`src/fetch_pkg.sv`:
```
// Fetch stage shared types
`default_nettype none

package fetch_pkg;

    ////////////////////
    // Address map

    typedef logic [31:0] addr_t;

    localparam addr_t LOCAL_BASE = 32'h0000_0000;
    localparam addr_t BUS_BASE   = 32'h8000_0000;

    // Target of one fetch request
    typedef enum logic [1:0] {
        UNIT_LOCAL = 2'd0,
        UNIT_BUS   = 2'd1,
        UNIT_NONE  = 2'd2
    } unit_sel_t;

    ////////////////////
    // Fetch bookkeeping

    // One entry per request in flight
    typedef struct packed {
        addr_t     pc;
        unit_sel_t sel;
        logic      fault;
    } fetch_attr_t;

    typedef struct packed {
        addr_t       pc;
        logic [31:0] instr;
        logic        fault;
    } fetch_packet_t;

    ////////////////////
    // Memory sub-unit ports

    // Word index relative to the region base
    typedef struct packed {
        logic        req;
        logic [29:0] index;
    } unit_req_t;

    typedef struct packed {
        logic        ready;
        logic        data_valid;
        logic [31:0] data;
    } unit_rsp_t;

    // Preload port shared by both memories
    typedef struct packed {
        logic        we;
        addr_t       addr;
        logic [31:0] data;
    } mem_write_t;

endpackage

`default_nettype wire

```
`src/fetch_attr_fifo.sv`:
```
// Fetch attribute FIFO
`timescale 1ns/100ps
`default_nettype none

module fetch_attr_fifo #(
    parameter int FIFO_DEPTH = 2
) (
    input  logic                   clk,
    input  logic                   rst,
    input  logic                   push,
    input  logic                   pop,
    input  fetch_pkg::fetch_attr_t data_in,
    output fetch_pkg::fetch_attr_t data_out,
    output logic                   valid,
    output logic                   full
);

    localparam int PTR_W = (FIFO_DEPTH > 1) ? $clog2(FIFO_DEPTH) : 1;
    localparam int CNT_W = $clog2(FIFO_DEPTH + 1);

    fetch_pkg::fetch_attr_t entries [FIFO_DEPTH];
    logic [PTR_W-1:0]       wr_ptr;
    logic [PTR_W-1:0]       rd_ptr;
    logic [CNT_W-1:0]       count;

    // Entry storage
    always_ff @(posedge clk) begin
        if (push) begin
            entries[wr_ptr] <= data_in;
        end
    end

    always_ff @(posedge clk) begin
        if (rst) begin
            wr_ptr <= '0;
            rd_ptr <= '0;
            count  <= '0;
        end else begin
            if (push) begin
                wr_ptr <= (wr_ptr == PTR_W'(FIFO_DEPTH - 1)) ? '0 : wr_ptr + 1'b1;
            end
            if (pop) begin
                rd_ptr <= (rd_ptr == PTR_W'(FIFO_DEPTH - 1)) ? '0 : rd_ptr + 1'b1;
            end
            count <= count + CNT_W'(push) - CNT_W'(pop);
        end
    end

    // Head shown without a read cycle
    assign data_out = entries[rd_ptr];
    assign valid    = (count != '0);
    assign full     = (count == CNT_W'(FIFO_DEPTH));

endmodule

`default_nettype wire

```
`config.mk`:
```
export PLATFORM = sky130hd
export DESIGN_NAME = fetch_attr_fifo
export DESIGN_NICKNAME = d
export VERILOG_FILES = /design/src/fetch_pkg.sv /design/src/fetch_attr_fifo.sv
export SDC_FILE = /design/constraint.sdc
export NUM_CORES = 1
export LEC_CHECK = 0
export BUFFER_PORTS_ARGS = -buffer_cell sky130_fd_sc_hd__buf_2
export CAP_MARGIN = 20
export CELL_PAD_IN_SITES_DETAIL_PLACEMENT = 0
export CELL_PAD_IN_SITES_GLOBAL_PLACEMENT = 1
export CORE_MARGIN = 2
export CORE_UTILIZATION = 40
export CTS_CLUSTER_DIAMETER = 200
export DETAILED_ROUTE_END_ITERATION = 12
export MAX_ROUTING_LAYER = met4
export PLACE_DENSITY_LB_ADDON = 0.1
export SYNTH_ARGS = -nofsm -noshare
export SYNTH_HDL_FRONTEND = slang
export SYNTH_SLANG_ARGS = --single-unit
```
`constraint.sdc`:
```
create_clock -name clk -period 2.5 [get_ports clk]
set_input_delay 0.125 -clock clk [delete_from_list [all_inputs] [get_ports clk]]
set_output_delay 0.125 -clock clk [all_outputs]
set_load 0.02 [all_outputs]
```
Word level (Yosys, flattened, before mapping)
Memories as Yosys holds them, arrays and structs flattened. A register that Yosys moved wholly into a read port is not among the register bits. Cells that the tools add are included.

Input port bits: 39. Word-level logic and storage cells: 16. Register bits: 4. Memories kept: 1. RAM bits: 70. Output and inout port bits: 37.

Memories: entries (words 2, width 35, rd ports 1, clocked after memory_dff 1, write ports 1, RTL line fetch_attr_fifo.sv:21) `fetch_pkg::fetch_attr_t entries [FIFO_DEPTH];`.

Reduce and logical (&&, ||, !) cells: 1. Equal/unequal tests: 1. Add/subtract/negate cells: 4. Mux-type cells: 6.

Operators by type and width (count): 1-bit 2-to-1 mux (6); 1-bit adder, second input constant (2); 2-bit by 1-bit adder with 2-bit output (1); 2-bit == test, second input constant (1); 2-bit nonzero test (1); 2-bit by 1-bit subtractor with 2-bit output (1).

Logic depth before layout (Yosys ltp)
Depth in word-level cells: 4. Gate-level depth with buffers: 6. Gate-level depth less buffers: 6.

Least setup slack after synthesis
Ideal clock, no wire load.

Path kind: register to register. Start: register wr_ptr. End: memory entries[0][0] (netlist bit) (enable). Path buffers: 0. Required time: 2069 ps. Stages on the path, launching flop included: 2. Library setup time: 431 ps. Clock period less this slack: 2331 ps. Slack: 169 ps. Arrival: 1899 ps. Cells stage by stage: dfxtp_1 > nor2b_1.

RTL lines: start: declaration (RTL line fetch_attr_fifo.sv:22) `logic [PTR_W-1:0] wr_ptr;`; start signal: assignment (RTL line fetch_attr_fifo.sv:40) `wr_ptr <= (wr_ptr == PTR_W'(FIFO_DEPTH - 1)) ? '0 : wr_ptr + 1'b1;`; end: declaration (RTL line fetch_attr_fifo.sv:21).

Straight into the memory's write port.

==> impl.org <==
** Cells and area
- Synth-to-layout area growth :: 39.1%
- Of the cells placed in the final design, the portion with a size suffix greater than 1 is 0.520.
- Summing all multi-input logic gate instances after layout gives 627 um2.
- Diode insertion count for antenna repair :: 0
- Final core area utilization :: 0.565
- For this run, the post-layout net count is about 290.
- Across the whole layout, storage elements account for approximately 2200 um2.
- Counting the fill cells in the layout gives about 600.

** Logic synthesis
- Yosys mapped a number of flops with a built-in enable equal to 70.
- Of the post-synthesis cell area, the dominant cell type holds 0.725.
- Summed instance area of the synthesized netlist :: between 2000 and 3000 um2
- Main area contributors after synthesis :: sky130_fd_sc_hd__edfxtp_1 (73%), sky130_fd_sc_hd__mux2_4 (16%), sky130_fd_sc_hd__dfxtp_1 (3.5%)
- The most common cell in the synthesized netlist is sky130_fd_sc_hd__edfxtp_1.
- Among all flip-flop cells after synthesis, the most frequent one is sky130_fd_sc_hd__edfxtp_1.
- Register bit total from synthesis :: 75
- Synthesis produced a netlist with a net count of approximately 170.
- In the synthesized netlist the async set-or-reset flop fraction comes to 0.
- Post-synthesis area per instance :: 22.3 um2
- Synthesis warning total :: 0
- Library cells used by synthesis :: 14
- Sorting the synthesized cells by how often they occur yields sky130_fd_sc_hd__edfxtp_1 (70), sky130_fd_sc_hd__mux2_4 (30), sky130_fd_sc_hd__dfxtp_1 (5), sky130_fd_sc_hd__mux2_2 (5), sky130_fd_sc_hd__nor2_1 (4).
- Number of standard cells after synthesis :: between 100 and 150
- Of the synthesized area, sequential elements account for 0.760.
- The largest total area in the synthesized netlist belongs to sky130_fd_sc_hd__edfxtp_1.

** Global route
- Pin count of the biggest net entering global routing :: 23
- Overall Global Routing Usage :: 0.141
- After global routing the overflow that remains totals 0.
- The number of antenna violations at the first check in global routing was 0.
- The number of global-route vias before repair came to around 1700.
- The first global-routing pass estimated between 7000 and 8000 um of wire.

** Worst setup path
- In this run the worst path has a maximum fanout of 22.
- Critical R2R Launch :: wr_ptr
- Depth of the most critical reg-to-reg path :: 2
- Reg-to-reg slack, setup :: 1000 ps
- Worst path required time :: around 2400 ps
- Category of the worst setup path capture point :: output port
- In this run the critical register-to-register path is captured at entries[0][27].
- Data on the critical path arrives at its endpoint at about 1800 ps.
- Type of the worst setup path :: reg2out
- STA classifies the critical path startpoint as a register.

** Placement
- Count of buffers from port buffering :: 75
- Once detailed placement completed, the half-perimeter wirelength came to approximately 3300 um.
- OpenSTA, run right after detailed placement, puts the worst setup slack at 944 ps.
- Gpl congestion :: approximately 0.67

** Clock tree
- The clock net in this run drives a total of 75 sinks.
- The tree is rooted in a sky130_fd_sc_hd__clkbuf_8.
- In this run the deepest clock path goes through 2 buffers.
- Number of levels the H-tree was split into :: 3
- At the later pin of the worst-skew pair, clock insertion delay measures 340 ps.
- Number of cells upsized or downsized after cts :: 0
- Total CTS buffers :: 9
- TritonCTS built the clock tree.
- Clock-pin slew was measured on the worst setup and hold paths at around 80 ps.

** Floorplan
- CORE AREA :: 7140 um2
- The die covers a little under 8000 um2.
- The initial utilization of the core area, before any placement, comes to 0.406.
- The initialized floorplan defines 31 standard-cell rows.
- For this design the top-level I/O count stands at 76.
- The die is slightly below 90 um wide.
- Vertical die dimension :: roughly 90 um

** Worst hold path
- Hold path startpoint :: pop
- The worst hold path was traced through 3 stages.
- Class of the tightest hold or removal check :: in2reg
- The worst hold path terminates at rd_ptr.

** Timing
- For the pin with the worst max-slew slack, the measured transition is a little under 500 ps.
- Final hold viol count :: 0
- Count of final setup violators :: 0
- Across all setup checks in the final design, the least slack found is roughly 600 ps.
- The total count of max-transition violations in the final report is 0.
- The worst path in the final design needs a cycle of about 1900 ps, including I/O delays and setup.
- Setup repair after global routing left no endpoint under its margin.
- Worst clock skew :: ~4.2 ps
- Fin Setup TNS :: 0 ps
- In this run the tightest slew margin relative to its limit is 0.668.
- Of the available clock period, the critical path in the final layout requires 0.762.
- Static timing analysis puts the maximum clock frequency at roughly 530 MHz.

** Run status
- The flow ran to the end, and the final reports show no timing, DRC or antenna violations.

** Detailed routing
- DRC :: 0
- After detailed routing, the average wire length per cell comes to roughly 14 um.
- The detail route stage leaves a number of antenna-violating nets equal to 0.
- Number of search-and-repair iterations in the first detailed-routing pass :: 4
- Final Routed Wirelength :: 5130 um
- Count of routing violations after the opening detailed-route iteration :: 48
- Vias :: around 1500
- Vias/cell :: 4.35

** Power and ir drop
- Static leakage :: 1.62 nW
- Dividing total power by cell area gives a power density of approximately 800 nW/um2.
- Power after layout :: about 3.3 mW
- VDD sags by at most approximately 500 uV.

** Job
- Across the run, the number of max-cap violations was 0.
-- layer usage --
layer  track usage  wire length, um  part of all wire  vias up
met1         0.152             2070              0.40      740
met2         0.235             2680              0.52       52
met4        0.0746              110             0.021        0
met3        0.0397              272             0.053       11
li1              -                -                 -      741
met5             -                0                 0        -
-- state kept, by name, summed over array words and instances, names as in the netlist, named ones only --
name     cells
entries     70
count        2
rd_ptr       1
wr_ptr       1
-- cell type report --
cell class | count | area share
clock buffers | 9 | 0.0307
well taps | 99 | 0.0307
flip-flops and latches | 75 | 0.546
inverters | 2 | 0.00186
multi-input cells | 49 | 0.155
repair buffers | 114 | 0.194
clock inverters | 7 | 0.0406
-- per-stage QoR --
stage	hold slack, ps	area, um2	std cells
2_1_floorplan	197	2900	130
3_3_place_gp	313	3380	303
3_5_place_dp	317	3380	303
4_1_cts	55.1	4030	355
5_1_grt	71.9	4030	355
6_report	71.5	4030	355
-- worst max-delay path by stage --
stage | startpoint | endpoint | slack (ps)
2_1_floorplan | wr_ptr | entries[0][0] | 170
4_1_cts | register | data_out[33] | 560
3_5_place_dp | register | data_out[33] | 940
5_1_grt | register | data_out[34] | 510
3_3_place_gp | register | data_out[26] | 970
6_report | register | data_out[29] | 600
-- cells in the final DEF (no fill, tap or decap), types with 2 or more instances in the layout --
| cell type | count |
|---|---|
| sky130_fd_sc_hd__buf_2 | 75 |
| sky130_fd_sc_hd__edfxtp_1 | 70 |
| sky130_fd_sc_hd__dlygate4sd3_1 | 36 |
| sky130_fd_sc_hd__mux2_4 | 30 |
| sky130_fd_sc_hd__clkbuf_8 | 9 |
| sky130_fd_sc_hd__mux2_2 | 5 |
| sky130_fd_sc_hd__bufinv_16 | 5 |
| sky130_fd_sc_hd__nor2_1 | 4 |
| sky130_fd_sc_hd__dfxtp_1 | 4 |
| sky130_fd_sc_hd__inv_1 | 2 |
| sky130_fd_sc_hd__nor2b_1 | 2 |
| sky130_fd_sc_hd__xnor2_1 | 2 |
| sky130_fd_sc_hd__ha_1 | 2 |
| sky130_fd_sc_hd__buf_12 | 2 |
-- power breakdown --
part	internal, mW	switching, mW
clock	0.865	0.427
sequential	1.46	0.0372
combinational	0.240	0.225
-- critical path: stages, from the launching register on --
cell and delay (ps):
sky130_fd_sc_hd__dfxtp_2 640, sky130_fd_sc_hd__buf_12 260, sky130_fd_sc_hd__mux2_2 360, sky130_fd_sc_hd__buf_2 160
-- what timing repair did --
item | in CTS | in global routing
hold buffers | 36 | 0
buffers inserted | 0 | 0
setup endpoints to repair | 0 | 0
hold endpoints to repair | 75 | 0
-- kinds of logic (layout without fill, tap and decap cells) --
family                   Yosys count  in the layout  synth area share
adder cells (fa/ha/maj)            2              2           0.00863
AND/OR/NAND/NOR                    9              9            0.0160
XOR/XNOR                           3              3            0.0138
buffers and inverters              6            132            0.0272
flip-flops                        75             75             0.760
multiplexers                      35             35             0.175
No activity file was read; power rests on OpenSTA's default activity.
