File: src/fetch_pkg.sv
// Fetch stage shared types
`default_nettype none

package fetch_pkg;

    ////////////////////
    // Address map

    typedef logic [31:0] addr_t;

    localparam addr_t LOCAL_BASE = 32'h0000_0000;
    localparam addr_t BUS_BASE   = 32'h8000_0000;

    // Target of one fetch request
    typedef enum logic [1:0] {
        UNIT_LOCAL = 2'd0,
        UNIT_BUS   = 2'd1,
        UNIT_NONE  = 2'd2
    } unit_sel_t;

    ////////////////////
    // Fetch bookkeeping

    // One entry per request in flight
    typedef struct packed {
        addr_t     pc;
        unit_sel_t sel;
        logic      fault;
    } fetch_attr_t;

    typedef struct packed {
        addr_t       pc;
        logic [31:0] instr;
        logic        fault;
    } fetch_packet_t;

    ////////////////////
    // Memory sub-unit ports

    // Word index relative to the region base
    typedef struct packed {
        logic        req;
        logic [29:0] index;
    } unit_req_t;

    typedef struct packed {
        logic        ready;
        logic        data_valid;
        logic [31:0] data;
    } unit_rsp_t;

    // Preload port shared by both memories
    typedef struct packed {
        logic        we;
        addr_t       addr;
        logic [31:0] data;
    } mem_write_t;

endpackage

`default_nettype wire

File: src/fetch_control.sv
// Fetch controller
`timescale 1ns/100ps
`default_nettype none

module fetch_control #(
    parameter int                LOCAL_WORDS = 256,
    parameter int                BUS_WORDS   = 256,
    parameter fetch_pkg::addr_t  RESET_VEC   = fetch_pkg::LOCAL_BASE,
    parameter int                FIFO_DEPTH  = 2
) (
    input  logic                     clk,
    input  logic                     rst,
    input  logic                     hold,
    input  logic                     redirect,
    input  fetch_pkg::addr_t         redirect_pc,
    output fetch_pkg::unit_req_t     local_req,
    output fetch_pkg::unit_req_t     bus_req,
    input  fetch_pkg::unit_rsp_t     local_rsp,
    input  fetch_pkg::unit_rsp_t     bus_rsp,
    output logic                     attr_push,
    output fetch_pkg::fetch_attr_t   attr_in,
    output logic                     attr_pop,
    input  fetch_pkg::fetch_attr_t   attr_head,
    input  logic                     attr_valid,
    input  logic                     attr_full,
    output logic                     fetch_valid,
    output fetch_pkg::fetch_packet_t fetch_packet
);

    localparam fetch_pkg::addr_t LOCAL_BYTES = fetch_pkg::addr_t'(LOCAL_WORDS * 4);
    localparam fetch_pkg::addr_t BUS_BYTES   = fetch_pkg::addr_t'(BUS_WORDS * 4);
    localparam int CNT_W = $clog2(FIFO_DEPTH + 1);

    fetch_pkg::addr_t     pc;
    fetch_pkg::addr_t     local_off;
    fetch_pkg::addr_t     bus_off;
    fetch_pkg::unit_sel_t unit_sel;
    logic                 issue;
    logic                 complete;
    logic                 fault_pending;
    logic [CNT_W-1:0]     inflight_count;
    logic [CNT_W-1:0]     inflight_next;
    logic [CNT_W-1:0]     flush_count;
    logic [31:0]          head_data;

    ////////////////////
    // PC and region decode

    always_ff @(posedge clk) begin
        if (rst) begin
            pc <= RESET_VEC;
        end else if (redirect) begin
            pc <= {redirect_pc[31:2], 2'b00};
        end else if (issue) begin
            pc <= pc + 32'd4;
        end
    end

    assign local_off = pc - fetch_pkg::LOCAL_BASE;
    assign bus_off   = pc - fetch_pkg::BUS_BASE;

    always_comb begin
        if (local_off < LOCAL_BYTES) begin
            unit_sel = fetch_pkg::UNIT_LOCAL;
        end else if (bus_off < BUS_BYTES) begin
            unit_sel = fetch_pkg::UNIT_BUS;
        end else begin
            unit_sel = fetch_pkg::UNIT_NONE;
        end
    end

    ////////////////////
    // Issue

    // Both units must be idle so responses come back in order
    assign issue = ~hold & ~fault_pending & ~attr_full & local_rsp.ready & bus_rsp.ready
                 & ~redirect;

    assign local_req.req   = issue & (unit_sel == fetch_pkg::UNIT_LOCAL);
    assign local_req.index = local_off[31:2];
    assign bus_req.req     = issue & (unit_sel == fetch_pkg::UNIT_BUS);
    assign bus_req.index   = bus_off[31:2];

    assign attr_push     = issue;
    assign attr_in.pc    = pc;
    assign attr_in.sel   = unit_sel;
    assign attr_in.fault = (unit_sel == fetch_pkg::UNIT_NONE);

    // Stop after an unmapped address until redirected
    always_ff @(posedge clk) begin
        if (rst || redirect) begin
            fault_pending <= 1'b0;
        end else if (issue && unit_sel == fetch_pkg::UNIT_NONE) begin
            fault_pending <= 1'b1;
        end
    end

    ////////////////////
    // Completion and flush

    always_comb begin
        case (attr_head.sel)
            fetch_pkg::UNIT_LOCAL: begin
                complete  = attr_valid & local_rsp.data_valid;
                head_data = local_rsp.data;
            end
            fetch_pkg::UNIT_BUS: begin
                complete  = attr_valid & bus_rsp.data_valid;
                head_data = bus_rsp.data;
            end
            default: begin
                complete  = attr_valid;
                head_data = '0;
            end
        endcase
    end

    assign attr_pop = complete;

    assign inflight_next = inflight_count + CNT_W'(attr_push) - CNT_W'(attr_pop);

    always_ff @(posedge clk) begin
        if (rst) begin
            inflight_count <= '0;
        end else begin
            inflight_count <= inflight_next;
        end
    end

    // Everything still in flight after a redirect is stale
    always_ff @(posedge clk) begin
        if (rst) begin
            flush_count <= '0;
        end else if (redirect) begin
            flush_count <= inflight_next;
        end else if (complete && flush_count != '0) begin
            flush_count <= flush_count - 1'b1;
        end
    end

    assign fetch_valid        = complete & (flush_count == '0);
    assign fetch_packet.pc    = attr_head.pc;
    assign fetch_packet.instr = attr_head.fault ? 32'd0 : head_data;
    assign fetch_packet.fault = attr_head.fault;

endmodule

`default_nettype wire

File: config.mk
export PLATFORM = sky130hd
export DESIGN_NAME = fetch_control
export DESIGN_NICKNAME = d
export VERILOG_FILES = /design/src/fetch_pkg.sv /design/src/fetch_control.sv
export SDC_FILE = /design/constraint.sdc
export NUM_CORES = 1
export LEC_CHECK = 0
export BUFFER_PORTS_ARGS = -buffer_cell sky130_fd_sc_hd__buf_2
export CORE_AREA = 2 2 118 120
export CTS_CLUSTER_SIZE = 14
export DETAILED_ROUTE_END_ITERATION = 6
export DIE_AREA = 0 0 120 122
export GPL_TIMING_DRIVEN = 0
export PLACE_DENSITY_LB_ADDON = 0.15
export SETUP_SLACK_MARGIN = 0.5
export SLEW_MARGIN = 10
export SYNTH_ARGS = -nofsm -noshare
export SYNTH_HDL_FRONTEND = slang
export SYNTH_SLANG_ARGS = --single-unit
File: constraint.sdc
create_clock -name clk -period 3.8 [get_ports clk]
set_input_delay 0.38 -clock clk [delete_from_list [all_inputs] [get_ports clk]]
set_output_delay 0.38 -clock clk [all_outputs]
set_load 0.05 [all_outputs]
=== After elaboration in Yosys (flattened, before gate mapping) ===
Cells that the tools add are included.

* Logic and storage cells: 48
* Output and inout port bits: 165
* Bits of input ports: 141
* Bits in registers: 37

* Add/sub/neg operators: 5
* $lt $le $gt $ge: 2
* Reductions and logical operators: 10
* Bitwise logic cells: 14
* Multiplexer cells: 9
* Equal/unequal tests: 3

{| class="wikitable"
|+ Operators by type and width
! kind !! number
|-
| two-way mux 32 bit || 3
|-
| < comparator 32 x 11 -> 1 bit, second input constant || 2
|-
| case mux 32 bit (2 select lines) || 1
|-
| adder 32 x 3 -> 32 bit, second input constant || 1
|-
| subtractor 32 bit, second input constant || 1
|-
| AND 1 bit || 10
|-
| two-way mux 2 bit || 4
|-
| zero test 2 bit || 3
|-
| nonzero test 2 bit || 3
|-
| == test 2 x 1 -> 1 bit, second input constant || 2
|-
| inverter 1 bit || 4
|-
| adder 2 x 1 -> 2 bit || 1
|-
| == test 2 bit, second input constant || 1
|-
| logical AND 1 bit || 2
|-
| case mux 1 bit (2 select lines) || 1
|-
| OR reduction 2 bit || 1
|-
| subtractor 2 x 1 -> 2 bit || 1
|-
| subtractor 2 x 1 -> 2 bit, second input constant || 1
|-
| logical OR 1 bit || 1
|}

=== Longest topological paths before layout ===
* Word-level depth: 9
* Mapped depth: 10
* Depth with buffers taken out: 9

=== Worst setup path before layout ===
Ideal clock, no wire load.

* Path kind: reg-to-output
* Start: register pc[23]
* End: output bus_req[30] (netlist name)
* Path slack: -0.019 ns
* Data arrival time: 3.439 ns
* Data required time: 3.420 ns
* Buffers on the path: 1
* Stages on the path, launching flop included: 5
* Cells stage by stage: dfxtp_1 > or4_1 > or4_1 > clkbuf_1 > nor4_1

{| class="wikitable"
|+ RTL lines
! element !! line !! text
|-
| start: declaration || fetch_control.sv:34 || <nowiki>fetch_pkg::addr_t pc;</nowiki>
|-
| start signal: assignment || fetch_control.sv:53 || <nowiki>pc <= {redirect_pc[31:2], 2'b00};</nowiki>
|-
| start signal: assignment || fetch_control.sv:55 || <nowiki>pc <= pc + 32'd4;</nowiki>
|-
| end: declaration || fetch_control.sv:17 || <nowiki>output fetch_pkg::unit_req_t bus_req,</nowiki>
|}

==> impl_metrics.sql <==
INSERT INTO impl_metrics (metric_group, metric, value, unit) VALUES
('status', 'outcome', 'completed', ''),
('synth', 'synth.ff_latch_count', '35', ''),
('die', 'floorplan.io_pins', '306', ''),
('sta', 'finalHoldViolCount', '0', ''),
('sta', 'postLayoutSetupSlackWorst', '0.8741', 'ns'),
('pwr', 'total_leakage_power', '2.744', 'nW'),
('finish', 'drive_above_1_share', '55.09', '%'),
('clocking', 'numClockSinks', '35', ''),
('run', 'cap_violations', '0', ''),
('setup_path', 'timing.critical_path.to_type', 'primary output', ''),
('die', 'chipWidth', '120', 'um'),
('synth', 'synth_enable_flop_cells', '0', ''),
('setup_path', 'crit_path_max_fanout', '8', ''),
('route', 'postRouteWirelength', '12.28', 'mm'),
('synth', 'synth_area_leader_cell', 'buf_4', ''),
('die', 'dieArea', '0.01464', 'mm^2'),
('clocking', 'ctsRootBufferMaster', 'clkbuf_16', ''),
('synth', 'synth-xor-area-share', '7.236', '%'),
('synth', 'synthesis.yosys.warnings', '0', ''),
('global_route', 'number_of_global_route_vias_before_repair', '3482', ''),
('finish', 'area_growth', '52.41', '%'),
('global_route', 'antenna_found_initial', '0', ''),
('die', 'coreArea', '0.01350', 'mm^2'),
('route', 'route.vias.total', '3814', ''),
('sta', 'grt_setup_unrepaired', 'no', ''),
('route', 'route.detailed.vias_per_inst', '4.344', ''),
('setup_path', 'cp_data_arrival_time', '2.55', 'ns'),
('setup_path', 'setup.worst_path.class', 'reg2out', ''),
('route', 'post-route-drc-count', '0', ''),
('clocking', 'worst_setup_hold_path_clk_slew', '0.06', 'ns'),
('pwr', 'worst_ir_drop_vdd', '0.1869', 'mV'),
('place', 'placement.cell_area', '0.004833', 'mm^2'),
('finish', 'num-nets-final', '841', ''),
('sta', 'final.setup_skew', '0.004517', 'ns'),
('sta', 'clock.fmax', '341.8', 'MHz'),
('synth', 'post-synth-top-count-cell', 'buf_4', ''),
('synth', 'synth_top_cells_by_area', 'buf_4 22%, dfxtp_1 21%, mux2i_1 12%', ''),
('finish', 'instances_no_fill', '878', ''),
('synth', 'post_synth_inst_count', '421', ''),
('global_route', 'wire_length_of_the_first_global_routing_pass', '17.86', 'mm'),
('synth', 'yosys.area.top_type_share', '21.82', '%'),
('route', 'drt-pass1-iter-count', '5', ''),
('clocking', 'clock_latency', '0.28', 'ns'),
('pwr', 'power_dens_cells', '327.6', 'mW/mm^2'),
('clocking', 'cts_inserted_buffers', '5', ''),
('place', 'post-dp-hpwl', '10.20', 'mm'),
('clocking', 'number_of_gates_resized_after_cts', '0', ''),
('place', 'setup_slack_at_placement', '1.176', 'ns'),
('synth', 'synthArstFlopShare', '0', '%'),
('synth', 'synth.cells.most_frequent', '95 x buf_4, 70 x nor2_1, 39 x mux2i_1', ''),
('finish', 'finalInstanceArea', '0.004981', 'mm^2'),
('place', 'dp_cells', '869', ''),
('route', 'routed_wirelength_normalized_by_instance_count', '13.99', 'um'),
('place', 'finalWeightedCongestion', '0.7876', ''),
('synth', 'unique_masters_post_synth', '49', ''),
('clocking', 'count_of_hold_buffers_inserted_by_post_cts_repair', '0', ''),
('die', 'placementRows', '43', ''),
('die', 'die_height', '122', 'um'),
('sta', 'finalSetupViolCount', '0', ''),
('global_route', 'groute.usage.overall', '15.58', '%'),
('die', 'initial_utilization', '24.20', '%'),
('global_route', 'grt_start_max_net_pins', '13', ''),
('finish', 'layout.core_utilization', '36.89', '%'),
('clocking', 'post_cts_buffers', '0', ''),
('synth', 'synth_area_per_cell', '7.763', 'um^2'),
('synth', 'largest_family_of_logic_cells_by_synthesized_area', 'buffers and inverters', ''),
('synth', 'seq_area_frac_synth', '21.44', '%'),
('synth', 'ys_dominant_reg_cell', 'dfxtp_1', ''),
('setup_path', 'startpoint_type', 'register', ''),
('synth', 'synth_area', '0.003268', 'mm^2'),
('clocking', 'clk_path_buf_depth', '2', '');
## layer usage
layer  part of all wire (%)  vias to the layer above  global-route usage [%]
met1                     39                     1703                   18.17
li1                       -                     1895                       -
met2                     50                      200                   27.95
met3                    8.9                       16                   3.886
met5                      0                        -                       0
met4                    1.7                        0                   4.926
## worst max-delay path: stages, from the launching register on
cell and delay (ns):
dfxtp_1 0.44, nor4_1 0.54, nand4_1 0.17, or4_1 0.43
clkbuf_1 0.20, nor4_1 0.18, buf_2 0.31
## area by class of cell
class	instances	area (um^2)
inverters	12	45.04
multi-input cells	259	1734
repair buffers	267	1336
clock buffers	5	125.1
plain buffers	116	792.0
flip-flops and latches	35	700.7
diodes	1	2.502
fillers	1467	8523
clock inverters	3	20.02
well taps	180	225.2
## registers in the layout (all words and copies together), names as in the netlist
| name | flops |
|---|---|
| pc | 30 |
| flush_count | 2 |
| inflight_count | 2 |
| fault_pending | 1 |
## power breakdown
group	internal [W]	leakage, nW	switching [W]
clock network	0.000242	0.0658	0.000174
registers	0.000396	0.290	0.0000508
logic	0.000244	2.39	0.000526
total	0.000881	2.74	0.000750
## kinds of logic (layout without fill, tap and decap cells)
group	count (synthesis)	count (layout)
AO/OA/AOI/OAI	37	37
XOR/XNOR	27	27
adder cells (fa/ha/maj)	4	4
buffers and inverters	128	403
flip-flops	35	35
multiplexers	40	40
other	1	3
AND/OR/NAND/NOR	149	149
## cells in the final DEF, fill, tap and decap left out, types with 6 or more instances in the layout
cell type | Yosys | final
nor4_1 | 7 | 7
nand3_1 | 14 | 14
a211oi_1 | 19 | 19
mux2i_1 | 39 | 39
nand4_1 | 10 | 10
dfxtp_1 | 35 | 35
nor3_1 | 8 | 8
buf_4 | 95 | 95
nor2_1 | 70 | 70
a21oi_1 | 6 | 6
xor2_1 | 14 | 14
clkbuf_1 | 17 | 17
nand2_1 | 12 | 12
xnor2_1 | 13 | 13
buf_2 | 0 | 267
inv_1 | 12 | 12
## stage by stage
step / total power, W / hold WS [ns]
final: 0.001632 / 0.3178
after global routing: 0.001706 / 0.3110
after CTS: 0.001647 / 0.3179
after detailed placement: 0.001230 / 0.5362
after global placement: 0.001224 / 0.5190
after floorplan: 0.001032 / 0.4802
## final timing paths
check	startpoint	endpoint	slack, ns	depth (start not counted)
worst max-delay path	pc[26]	local_req[30]	0.87	6
worst min-delay path	redirect_pc[29]	pc[29]	0.32	2
worst max register to register	pc[2]	pc[16]	1.51	6
worst min register to register	fault_pending	fault_pending	0.55	2
No activity file was read; power rests on OpenSTA's default activity.
